$ cat config.mk
export PLATFORM = sky130hd
export DESIGN_NAME = ip_header_gen
export DESIGN_NICKNAME = d
export VERILOG_FILES = /design/src/hdl/ip_hdr_pkg.sv /design/src/hdl/hdr_ctrl_fsm.sv /design/src/hdl/hdr_index_counter.sv /design/src/hdl/hdr_field_mux.sv /design/src/hdl/ones_comp_sum.sv /design/src/hdl/ip_header_gen.sv
export VERILOG_INCLUDE_DIRS = /design/src /design/src/hdl
export SDC_FILE = /design/constraint.sdc
export NUM_CORES = 1
export LEC_CHECK = 0
export BUFFER_PORTS_ARGS = -buffer_cell sky130_fd_sc_hd__buf_2
export CORE_MARGIN = 5
export CORE_UTILIZATION = 55
export DETAILED_ROUTE_END_ITERATION = 16
export PLACE_DENSITY = 0.76
export SLEW_MARGIN = 5
export SYNTH_ARGS = -nofsm -noshare
export SYNTH_HDL_FRONTEND = slang
export SYNTH_SLANG_ARGS = --single-unit
$ cat constraint.sdc
create_clock -name clk -period 12.9 [get_ports clk]
set_input_delay 0.645 -clock clk [delete_from_list [all_inputs] [get_ports clk]]
set_output_delay 0.645 -clock clk [all_outputs]
set_load 0.01 [all_outputs]
$ cat src/hdl/ip_hdr_consts.svh
`ifndef IP_HDR_CONSTS_SVH
`define IP_HDR_CONSTS_SVH

// Fixed IPv4 header geometry, no options
`define IP_HDR_BYTES 20
`define IP_HDR_WORDS 10

// Version 4, IHL 5, TOS 0
`define IP_VER_IHL_TOS 16'h4500
// Identification kept constant
`define IP_IDENT 16'hA86C
// DF set, fragment offset zero
`define IP_FLAGS_FRAG 16'h4000
`define IP_TTL 8'h40

// Position of the checksum among the ten header words
`define IP_CSUM_WORD 5

`endif

$ cat src/hdl/ip_hdr_pkg.sv
`default_nettype none

package ip_hdr_pkg;

	// Single header octet on the output stream
	typedef logic [7:0] hdr_byte_t;
	// Header word, also length and checksum width
	typedef logic [15:0] hdr_word_t;
	typedef logic [31:0] ipv4_addr_t;
	// Counts words while summing, bytes while sending
	typedef logic [4:0] hdr_idx_t;

	// Capture, checksum pass, byte output
	typedef enum logic [1:0] {
		ST_IDLE,
		ST_SUM,
		ST_SEND
	} hdr_state_t;

endpackage

`default_nettype wire

$ cat src/hdl/hdr_ctrl_fsm.sv
`default_nettype none

module hdr_ctrl_fsm
	import ip_hdr_pkg::*;
(
	input  wire        clk,
	input  wire        rst_i,
	input  wire        len_tvalid_i,
	input  wire        hdr_tready_i,
	input  wire        last_i,
	output hdr_state_t state_o,
	output logic       len_tready_o,
	output logic       capture_o,
	output logic       start_o,
	output logic       step_o,
	output logic       hdr_tvalid_o
);

	hdr_state_t state_q;
	hdr_state_t state_d;

	// Length accepted only while no header is in flight
	assign len_tready_o = (state_q == ST_IDLE);
	assign capture_o    = len_tready_o & len_tvalid_i;
	assign hdr_tvalid_o = (state_q == ST_SEND);

	// Counter restarts on capture and again when summing ends
	assign start_o = capture_o | ((state_q == ST_SUM) & last_i);

	// One word per cycle while summing, one byte per handshake while sending
	assign step_o = (state_q == ST_SUM) | (hdr_tvalid_o & hdr_tready_i);

	always_comb begin
		state_d = state_q;
		case (state_q)
			ST_IDLE: begin
				if (capture_o) begin
					state_d = ST_SUM;
				end
			end
			ST_SUM: begin
				// Word 9 added on this edge, checksum ready next cycle
				if (last_i) begin
					state_d = ST_SEND;
				end
			end
			ST_SEND: begin
				// Leave on the handshake of byte 19
				if (hdr_tready_i && last_i) begin
					state_d = ST_IDLE;
				end
			end
			default: begin
				state_d = ST_IDLE;
			end
		endcase
	end

	always_ff @(posedge clk) begin
		if (rst_i) begin
			state_q <= ST_IDLE;
		end else begin
			state_q <= state_d;
		end
	end

	assign state_o = state_q;

endmodule

`default_nettype wire

$ cat src/hdl/hdr_index_counter.sv
`default_nettype none

`include "ip_hdr_consts.svh"

module hdr_index_counter
	import ip_hdr_pkg::*;
(
	input  wire        clk,
	input  wire        rst_i,
	input  wire        start_i,
	input  wire        step_i,
	input  hdr_state_t state_i,
	output hdr_idx_t   idx_o,
	output logic       last_o
);

	hdr_idx_t idx_q;

	// Start wins over step when both land on one edge
	always_ff @(posedge clk) begin
		if (rst_i || start_i) begin
			idx_q <= '0;
		end else if (step_i) begin
			idx_q <= idx_q + hdr_idx_t'(1);
		end
	end

	// Terminal value depends on phase
	always_comb begin
		case (state_i)
			ST_SUM:  last_o = (idx_q == hdr_idx_t'(`IP_HDR_WORDS - 1));
			ST_SEND: last_o = (idx_q == hdr_idx_t'(`IP_HDR_BYTES - 1));
			default: last_o = 1'b0;
		endcase
	end

	assign idx_o = idx_q;

endmodule

`default_nettype wire

$ cat src/hdl/hdr_field_mux.sv
`default_nettype none

`include "ip_hdr_consts.svh"

module hdr_field_mux
	import ip_hdr_pkg::*;
(
	input  wire        clk,
	input  wire        rst_i,
	input  wire        capture_i,
	input  hdr_word_t  len_i,
	input  ipv4_addr_t src_ip_i,
	input  ipv4_addr_t dest_ip_i,
	input  hdr_byte_t  protocol_i,
	input  hdr_state_t state_i,
	input  hdr_idx_t   idx_i,
	input  hdr_word_t  csum_i,
	output hdr_word_t  word_o,
	output hdr_byte_t  byte_o
);

	// Header words in network order
	typedef enum logic [3:0] {
		F_VER_TOS,
		F_TOT_LEN,
		F_IDENT,
		F_FLAGS,
		F_TTL_PROTO,
		F_CSUM = 4'(`IP_CSUM_WORD),
		F_SRC_HI,
		F_SRC_LO,
		F_DST_HI,
		F_DST_LO
	} field_t;

	hdr_word_t  tot_len_q;
	ipv4_addr_t src_q;
	ipv4_addr_t dest_q;
	hdr_byte_t  proto_q;
	hdr_idx_t   word_idx;
	field_t     field;

	// Snapshot of the packet fields, inputs are free to move afterwards
	always_ff @(posedge clk) begin
		if (rst_i) begin
			tot_len_q <= '0;
			src_q     <= '0;
			dest_q    <= '0;
			proto_q   <= '0;
		end else if (capture_i) begin
			// Wraps modulo 2^16
			tot_len_q <= len_i + hdr_word_t'(`IP_HDR_BYTES);
			src_q     <= src_ip_i;
			dest_q    <= dest_ip_i;
			proto_q   <= protocol_i;
		end
	end

	// Byte index maps to word index by dropping the lowest bit
	assign word_idx = (state_i == ST_SEND) ? (idx_i >> 1) : idx_i;
	assign field    = field_t'(word_idx[3:0]);

	always_comb begin
		case (field)
			F_VER_TOS:   word_o = `IP_VER_IHL_TOS;
			F_TOT_LEN:   word_o = tot_len_q;
			F_IDENT:     word_o = `IP_IDENT;
			F_FLAGS:     word_o = `IP_FLAGS_FRAG;
			F_TTL_PROTO: word_o = {`IP_TTL, proto_q};
			// Zero while summing, final value while sending
			F_CSUM:      word_o = (state_i == ST_SEND) ? csum_i : '0;
			F_SRC_HI:    word_o = src_q[31:16];
			F_SRC_LO:    word_o = src_q[15:0];
			F_DST_HI:    word_o = dest_q[31:16];
			F_DST_LO:    word_o = dest_q[15:0];
			default:     word_o = '0;
		endcase
	end

	// Even byte index is the high octet
	assign byte_o = idx_i[0] ? word_o[7:0] : word_o[15:8];

endmodule

`default_nettype wire

$ cat src/hdl/ones_comp_sum.sv
`default_nettype none

module ones_comp_sum
	import ip_hdr_pkg::*;
(
	input  wire       clk,
	input  wire       rst_i,
	input  wire       clear_i,
	input  wire       add_i,
	input  hdr_word_t word_i,
	output hdr_word_t csum_o
);

	hdr_word_t   acc_q;
	logic [16:0] raw_sum;
	hdr_word_t   folded;

	// Carry out of bit 15 wraps back into bit 0
	assign raw_sum = {1'b0, acc_q} + {1'b0, word_i};
	// Cannot carry again, low half is at most 0xFFFE when carry is set
	assign folded  = raw_sum[15:0] + hdr_word_t'(raw_sum[16]);

	always_ff @(posedge clk) begin
		if (rst_i || clear_i) begin
			acc_q <= '0;
		end else if (add_i) begin
			acc_q <= folded;
		end
	end

	// Checksum field is the complement of the running sum
	assign csum_o = ~acc_q;

endmodule

`default_nettype wire

$ cat src/hdl/ip_header_gen.sv
`default_nettype none

module ip_header_gen
	import ip_hdr_pkg::*;
(
	input  wire        clk,
	input  wire        rst_i,

	// Payload length stream, fields sampled on the same handshake
	input  wire        len_tvalid_i,
	input  hdr_word_t  len_tdata_i,
	output logic       len_tready_o,
	input  ipv4_addr_t src_ip_i,
	input  ipv4_addr_t dest_ip_i,
	input  hdr_byte_t  protocol_i,

	// Header byte stream
	output hdr_byte_t  hdr_tdata_o,
	output logic       hdr_tvalid_o,
	output logic       hdr_tlast_o,
	input  wire        hdr_tready_i
);

	hdr_state_t state;
	logic       capture;
	logic       start;
	logic       step;
	logic       idx_last;
	logic       sum_add;
	hdr_idx_t   idx;
	hdr_word_t  word;
	hdr_word_t  csum;

	hdr_ctrl_fsm u_ctrl (
		.clk          (clk),
		.rst_i        (rst_i),
		.len_tvalid_i (len_tvalid_i),
		.hdr_tready_i (hdr_tready_i),
		.last_i       (idx_last),
		.state_o      (state),
		.len_tready_o (len_tready_o),
		.capture_o    (capture),
		.start_o      (start),
		.step_o       (step),
		.hdr_tvalid_o (hdr_tvalid_o)
	);

	hdr_index_counter u_idx (
		.clk     (clk),
		.rst_i   (rst_i),
		.start_i (start),
		.step_i  (step),
		.state_i (state),
		.idx_o   (idx),
		.last_o  (idx_last)
	);

	hdr_field_mux u_fields (
		.clk        (clk),
		.rst_i      (rst_i),
		.capture_i  (capture),
		.len_i      (len_tdata_i),
		.src_ip_i   (src_ip_i),
		.dest_ip_i  (dest_ip_i),
		.protocol_i (protocol_i),
		.state_i    (state),
		.idx_i      (idx),
		.csum_i     (csum),
		.word_o     (word),
		.byte_o     (hdr_tdata_o)
	);

	// Accumulate only in the summing pass
	assign sum_add = step & (state == ST_SUM);

	// Capture clears the sum, the start at the end of summing must not
	ones_comp_sum u_csum (
		.clk     (clk),
		.rst_i   (rst_i),
		.clear_i (capture),
		.add_i   (sum_add),
		.word_i  (word),
		.csum_o  (csum)
	);

	// Counter terminal flag marks byte 19 only while sending
	assign hdr_tlast_o = idx_last & hdr_tvalid_o;

endmodule

`default_nettype wire

# Word level (Yosys, flattened, before mapping)
# Cells that the tools add are included.
word_totals:
  regBits: 111
  wordCells: 50
classes:
  n_addsub: 4
  n_eq_ne: 16
  muxes: 9
  n_bitwise: 8
  n_reduce_logical: 6
op_table:
  columns: ["cell", "count"]
  rows:
  - ["$pmux 16 s10", 1]
  - ["$add 16x16->17", 1]
  - ["$add 16x1->16", 1]
  - ["$add 16x5->16 const B", 1]
  - ["$eq 4x3->1 const B", 4]
  - ["$mux 16", 1]
  - ["$not 16->16", 1]
  - ["$eq 4x2->1 const B", 2]
  - ["$eq 4x4->1 const B", 2]
  - ["$mux 8", 1]
  - ["$mux 2", 3]
  - ["$pmux 2 s3", 1]
  - ["$add 5x1->5 const B", 1]
  - ["$and 1x1->1", 5]
  - ["$eq 5x4->1 const B", 1]
  - ["$eq 5x5->1 const B", 1]
  - ["$eq 4x1->1 const B", 1]
  - ["$logic_not 4->1", 1]
  - ["$mux 4", 1]
  - ["$ne 2x1->1 const B", 2]
  - ["$reduce_and 3->1", 1]
  - ["$eq 2x1->1 const B", 1]
  - ["$eq 2x2->1 const B", 1]
  - ["$logic_not 2->1", 1]
  - ["other kinds (5)", 7]

# Longest topological paths before layout
logic_depth:
  depth_word: 6
  mapped_depth: 30
  mapped_depth_nobuf: 28

# Modules after synthesis
# From an unflattened synthesis, not the netlist that was laid out.
hier_totals:
  cells_unflattened: 763
  area_unflattened_um2: 6573.8
by_module_without_submodules:
  columns: ["module", "n_inst", "cells_each", "area_per_inst_um2", "seq_area_each_um2"]
  rows:
  - ["hdr_field_mux", 1, 501, 4498.1, 1761.7]
  - ["ones_comp_sum", 1, 215, 1651.6, 320.3]
  - ["hdr_index_counter", 1, 29, 285.3, 100.1]
  - ["hdr_ctrl_fsm", 1, 16, 123.9, 40.0]
  - ["ip_header_gen", 1, 2, 15.0, 0.0]

# Least setup slack after synthesis
# No wires, ideal clock.
synth_path:
  kind: "reg-to-reg"
  start: "register u_ctrl.state_q[0] (netlist: u_ctrl.state_o[0])"
  end: "register u_csum.acc_q[12]"
  setup_time_ns: 0.115
  arrival_time_ns: 5.240
  setup_slack_ns: 7.544
  stages_incl_launch_ff: 28
  path_buffers: 1
  cell_sequence: "dfxtp_1 > inv_1 > ha_1 > clkbuf_1 > nor2b_1 > o21ai_0 > nor2_1 > a222oi_1 > or3b_2 > ha_1 > fa_1 > a21o_1 > a221oi_4 > o221ai_2 > o31ai_4 > a21o_1 > nand2b_1 > a21o_1 > ha_1 > ha_1 > nand2_1 > nor3_1 > nand2_1 > nor4_1 > nand3_1 > nor3_1 > xnor2_1 > o21ba_2"
synth_between:
  elab_chain_len: 6
synth_rtl:
  columns: ["element", "line_no", "rtl"]
  rows:
  - ["from (decl)", "hdr_ctrl_fsm.sv:19", "hdr_state_t state_q;"]
  - ["from (signal assigned)", "hdr_ctrl_fsm.sv:63", "state_q <= state_d;"]
  - ["$eq 2x2->1 *", "hdr_ctrl_fsm.sv:25", "assign hdr_tvalid_o = (state_q == ST_SEND);"]
  - ["named net hdr_tvalid_o", "ip_header_gen.sv:19", "output logic hdr_tvalid_o,"]
  - ["$mux 4", "hdr_field_mux.sv:60", "assign word_idx = (state_i == ST_SEND) ? (idx_i >> 1) : idx_i;"]
  - ["$eq 4x4->1, or another cell as far along", "hdr_field_mux.sv:64", "case (field)"]
  - ["$pmux 16 s10", "hdr_field_mux.sv:64", null]
  - ["$add 16x16->17", "ones_comp_sum.sv:19", "assign raw_sum = {1'b0, acc_q} + {1'b0, word_i};"]
  - ["$add 16x1->16", "ones_comp_sum.sv:21", "assign folded = raw_sum[15:0] + hdr_word_t'(raw_sum[16]);"]
  - ["to (signal assigned)", "ones_comp_sum.sv:27", "acc_q <= folded;"]
  - ["to (decl)", "ones_comp_sum.sv:14", "hdr_word_t acc_q;"]
# Mark *: on every way through the listed nets, which the timed path passes. The rest lies on a longest branch.
# A chain may end at the register's enable or synchronous reset.

# Worst setup path in the final report
layout_path:
  start: "register u_ctrl.state_q[0] (netlist: u_ctrl.state_o[0])"
  end: "register u_csum.acc_q[12]"
layout_between:
  elab_chain_len: 6
layout_rtl:
  columns: ["element", "line_no"]
  rows:
  - ["$eq 2x2->1", "hdr_ctrl_fsm.sv:25, hdr_field_mux.sv:60, hdr_field_mux.sv:71"]
  - ["$mux 4", "hdr_field_mux.sv:60"]
  - ["$eq 4x4->1, or another cell as far along", "hdr_field_mux.sv:64"]
  - ["$pmux 16 s10", "hdr_field_mux.sv:64"]
  - ["$add 16x16->17", "ones_comp_sum.sv:19"]
  - ["$add 16x1->16", "ones_comp_sum.sv:21"]
# Several ways; a longest one is shown, not always the timed one.

==> results.toml <==
[run_status]
status = "complete, no violations"

[clock_tree]
cts.clk_slew.worst_paths_ns = 0.11
cts_tree = "built"
cts_root_buf = "clkbuf_8"
clk_latency_ns = 0.39
cts_sinks = 111
clock_path_buffers = 2
htree_levels = 3
postCtsSetupBuffers = 0
cts_resized = 0
hold_buffers = 0
cts_buffers = 9

[routing]
dr.pass1.iters = 5
dr_total_vias = 4989
vias_per_cell = 6.17
drt-wirelength-per-cell_um = 19.7
antenna_left = 0
routed_wl_um = 16000
route.detailed.drc = 0
first_iter_violations = 450

[finish]
syn2layout_area_growth_pct = 14.2
antenna_cells = 0
final_nets = 787
final_core_util_pct = 64.8
ff_latch_area_um2 = 2220
fin_cells = 808
final_area_um2 = 6360
drive_gt1_share_pct = 21.5
fill_cells = 851
multi_input_area_um2 = 3200

[power_and_ir_drop]
p_per_area_nw_per_um2 = 110
vdd_drop_max_mv = 0.0820
leakagePower_nw = 2.68

[setup_path]
critPathArrivalTime_ns = 6.36
cp_slowest_cell = "or3b_2"
path_class = "register to register"
start_kind = "register"
worstPathMaxFanout = 15
critPathMaxStageDelay_ns = 0.50
worst_setup_path_end_kind = "register"
cpMostUsedCell = "ha_1"
cp.required_ns = 13.19

[timing]
worst_pin_slew_ns = 1.20
drv_slew = 0
period_minus_slack_ns = 6.07
grt_setup_unrepaired = "false"
max-slew-margin-rel_pct = 19.9
clock_skew_ns = 0.0195
fmax_mhz = 165
setup_viol = 0
timing.final.crit_share_pct = 47.0
setup_tns_ns = 0
final_hold_viol_count = 0
whs_ns = 0.456

[synthesis]
synth_ff_type = "dfxtp_1"
synth.yosys.seq_area_share_pct = 39.9
synth.most_common_cell = "dfxtp_1"
synthCells = 591
ys_top_cells_by_area = "dfxtp_1, a22o_1, ha_1"
synth_edf_count = 0
synth_fp_nets = 708
syn_area_per_cell_um2 = 9.43
syn_area_um2 = 5580
ys_types = 60
synth_async_sr_flop_share_pct = 0
synth.top_cell.area_share_pct = 39.9
ys_warn_count = 0
synth_area_leader_cell = "dfxtp_1"
synth_commonest_cells = "dfxtp_1, a22o_1, nor2_1"
synth-seq-cells = 111

[floorplanning]
rows = 36
die_y_um = 111
ios = 103
die_area_um2 = 12300
die_x_um = 111
start_util_pct = 56.8
core_region_area_um2 = 9820

[global_route]
grt_pass1_wl_um = 25800
grt_antenna_before_repair = 0
grt_max_degree = 86
grt_util_all_layers_pct = 25.7
grt-ovfl-total = 0
grt_pass1_vias = 4947

[placement]
numPortBuffers = 102
place.gp.congestion = 0.941
dp.final_hpwl_um = 12200
dpl.cell_count = 792
placedInstanceArea_um2 = 6170

[flow_run]
cap_violations = 0

[hold_path]
hold_class = "primary input to register"
## registers in the layout (all words and copies together), names as in the netlist
name                cells
u_fields.dest_q        32
u_fields.src_q         32
u_csum.acc_q           16
u_fields.tot_len_q     16
u_fields.proto_q        8
u_idx.idx_o             5
u_ctrl.state_o          2
## placed cells by master, fill, tap and decap left out, drive strengths merged, types with 3 or more instances in the layout
cell type	n
nand2b	8
ha	24
nor3	7
a22o	89
nor2b	5
nand2	33
o21ai	12
a22oi	10
nand3	17
nor2	52
xnor2	26
nand4	8
dfxtp	111
a211oi	11
a222oi	8
o21a	3
o211ai	8
a221oi	12
xor2	13
mux2	8
inv	10
a21o	8
and3	4
a21oi	33
mux2i	3
buf	107
clkbuf	10
## final cells by class
cell class              instances  area share [%]
repair buffers                107            8.61
flip-flops and latches        111            34.9
well taps                     133            2.61
inverters                       7           0.413
clock inverters                 6           0.944
multi-input cells             434            50.3
clock buffers                  10            2.16
## cells by family after synthesis
family                   count (synthesis)  share of synthesized area, %
AO/OA/AOI/OAI                          211                          30.0
XOR/XNOR                                39                          6.13
adder cells (fa/ha/maj)                 25                          5.75
buffers and inverters                   46                          3.10
flip-flops                             111                          39.9
multiplexers                            11                          2.15
AND/OR/NAND/NOR                        148                          13.0
## path summary, 6_finish.rpt
| path | from | endpoint | slack [ns] | depth (start not counted) |
|---|---|---|---|---|
| max | u_ctrl.state_o[0] | u_csum.acc_q[12] | 6.83 | 26 |
| min | src_ip_i[12] | u_fields.src_q[12] | 0.46 | 2 |
| max reg2reg | u_ctrl.state_o[0] | u_csum.acc_q[12] | 6.83 | 26 |
| min reg2reg | u_fields.dest_q[28] | u_fields.dest_q[28] | 0.49 | 1 |
## power breakdown
group	switching, W	leakage (nW)	internal (W)
clock	0.000125	0.0995	0.0000802
combinational	0.0000601	1.67	0.0000482
sequential	0.0000186	0.911	0.000366
## per-layer routing
layer	vias to the layer above	GRT usage [%]	part of all wire, %
met5	-	0	0
met4	0	8.70	2.8
met3	36	5.57	7.1
met2	212	41.7	47
met1	2339	33.9	44
li1	2402	-	-
## stage by stage
stage | total power, W | setup slack (ns)
6_report | 0.000698 | 6.83
5_1_grt | 0.000729 | 6.21
4_1_cts | 0.000701 | 6.91
3_5_place_dp | 0.000499 | 6.94
3_3_place_gp | 0.000497 | 7.09
2_1_floorplan | 0.000458 | 7.54
## critical path, delay by kind of cell, from the launching register on
kind	cells	cell delay, ns
xor+xnor	1	0.15
compound gates	9	2.34
flops	1	0.38
simple gates	10	1.65
fa+ha+maj	5	1.36
buf+inv	1	0.09
Power figures use the tool's default switching activity.
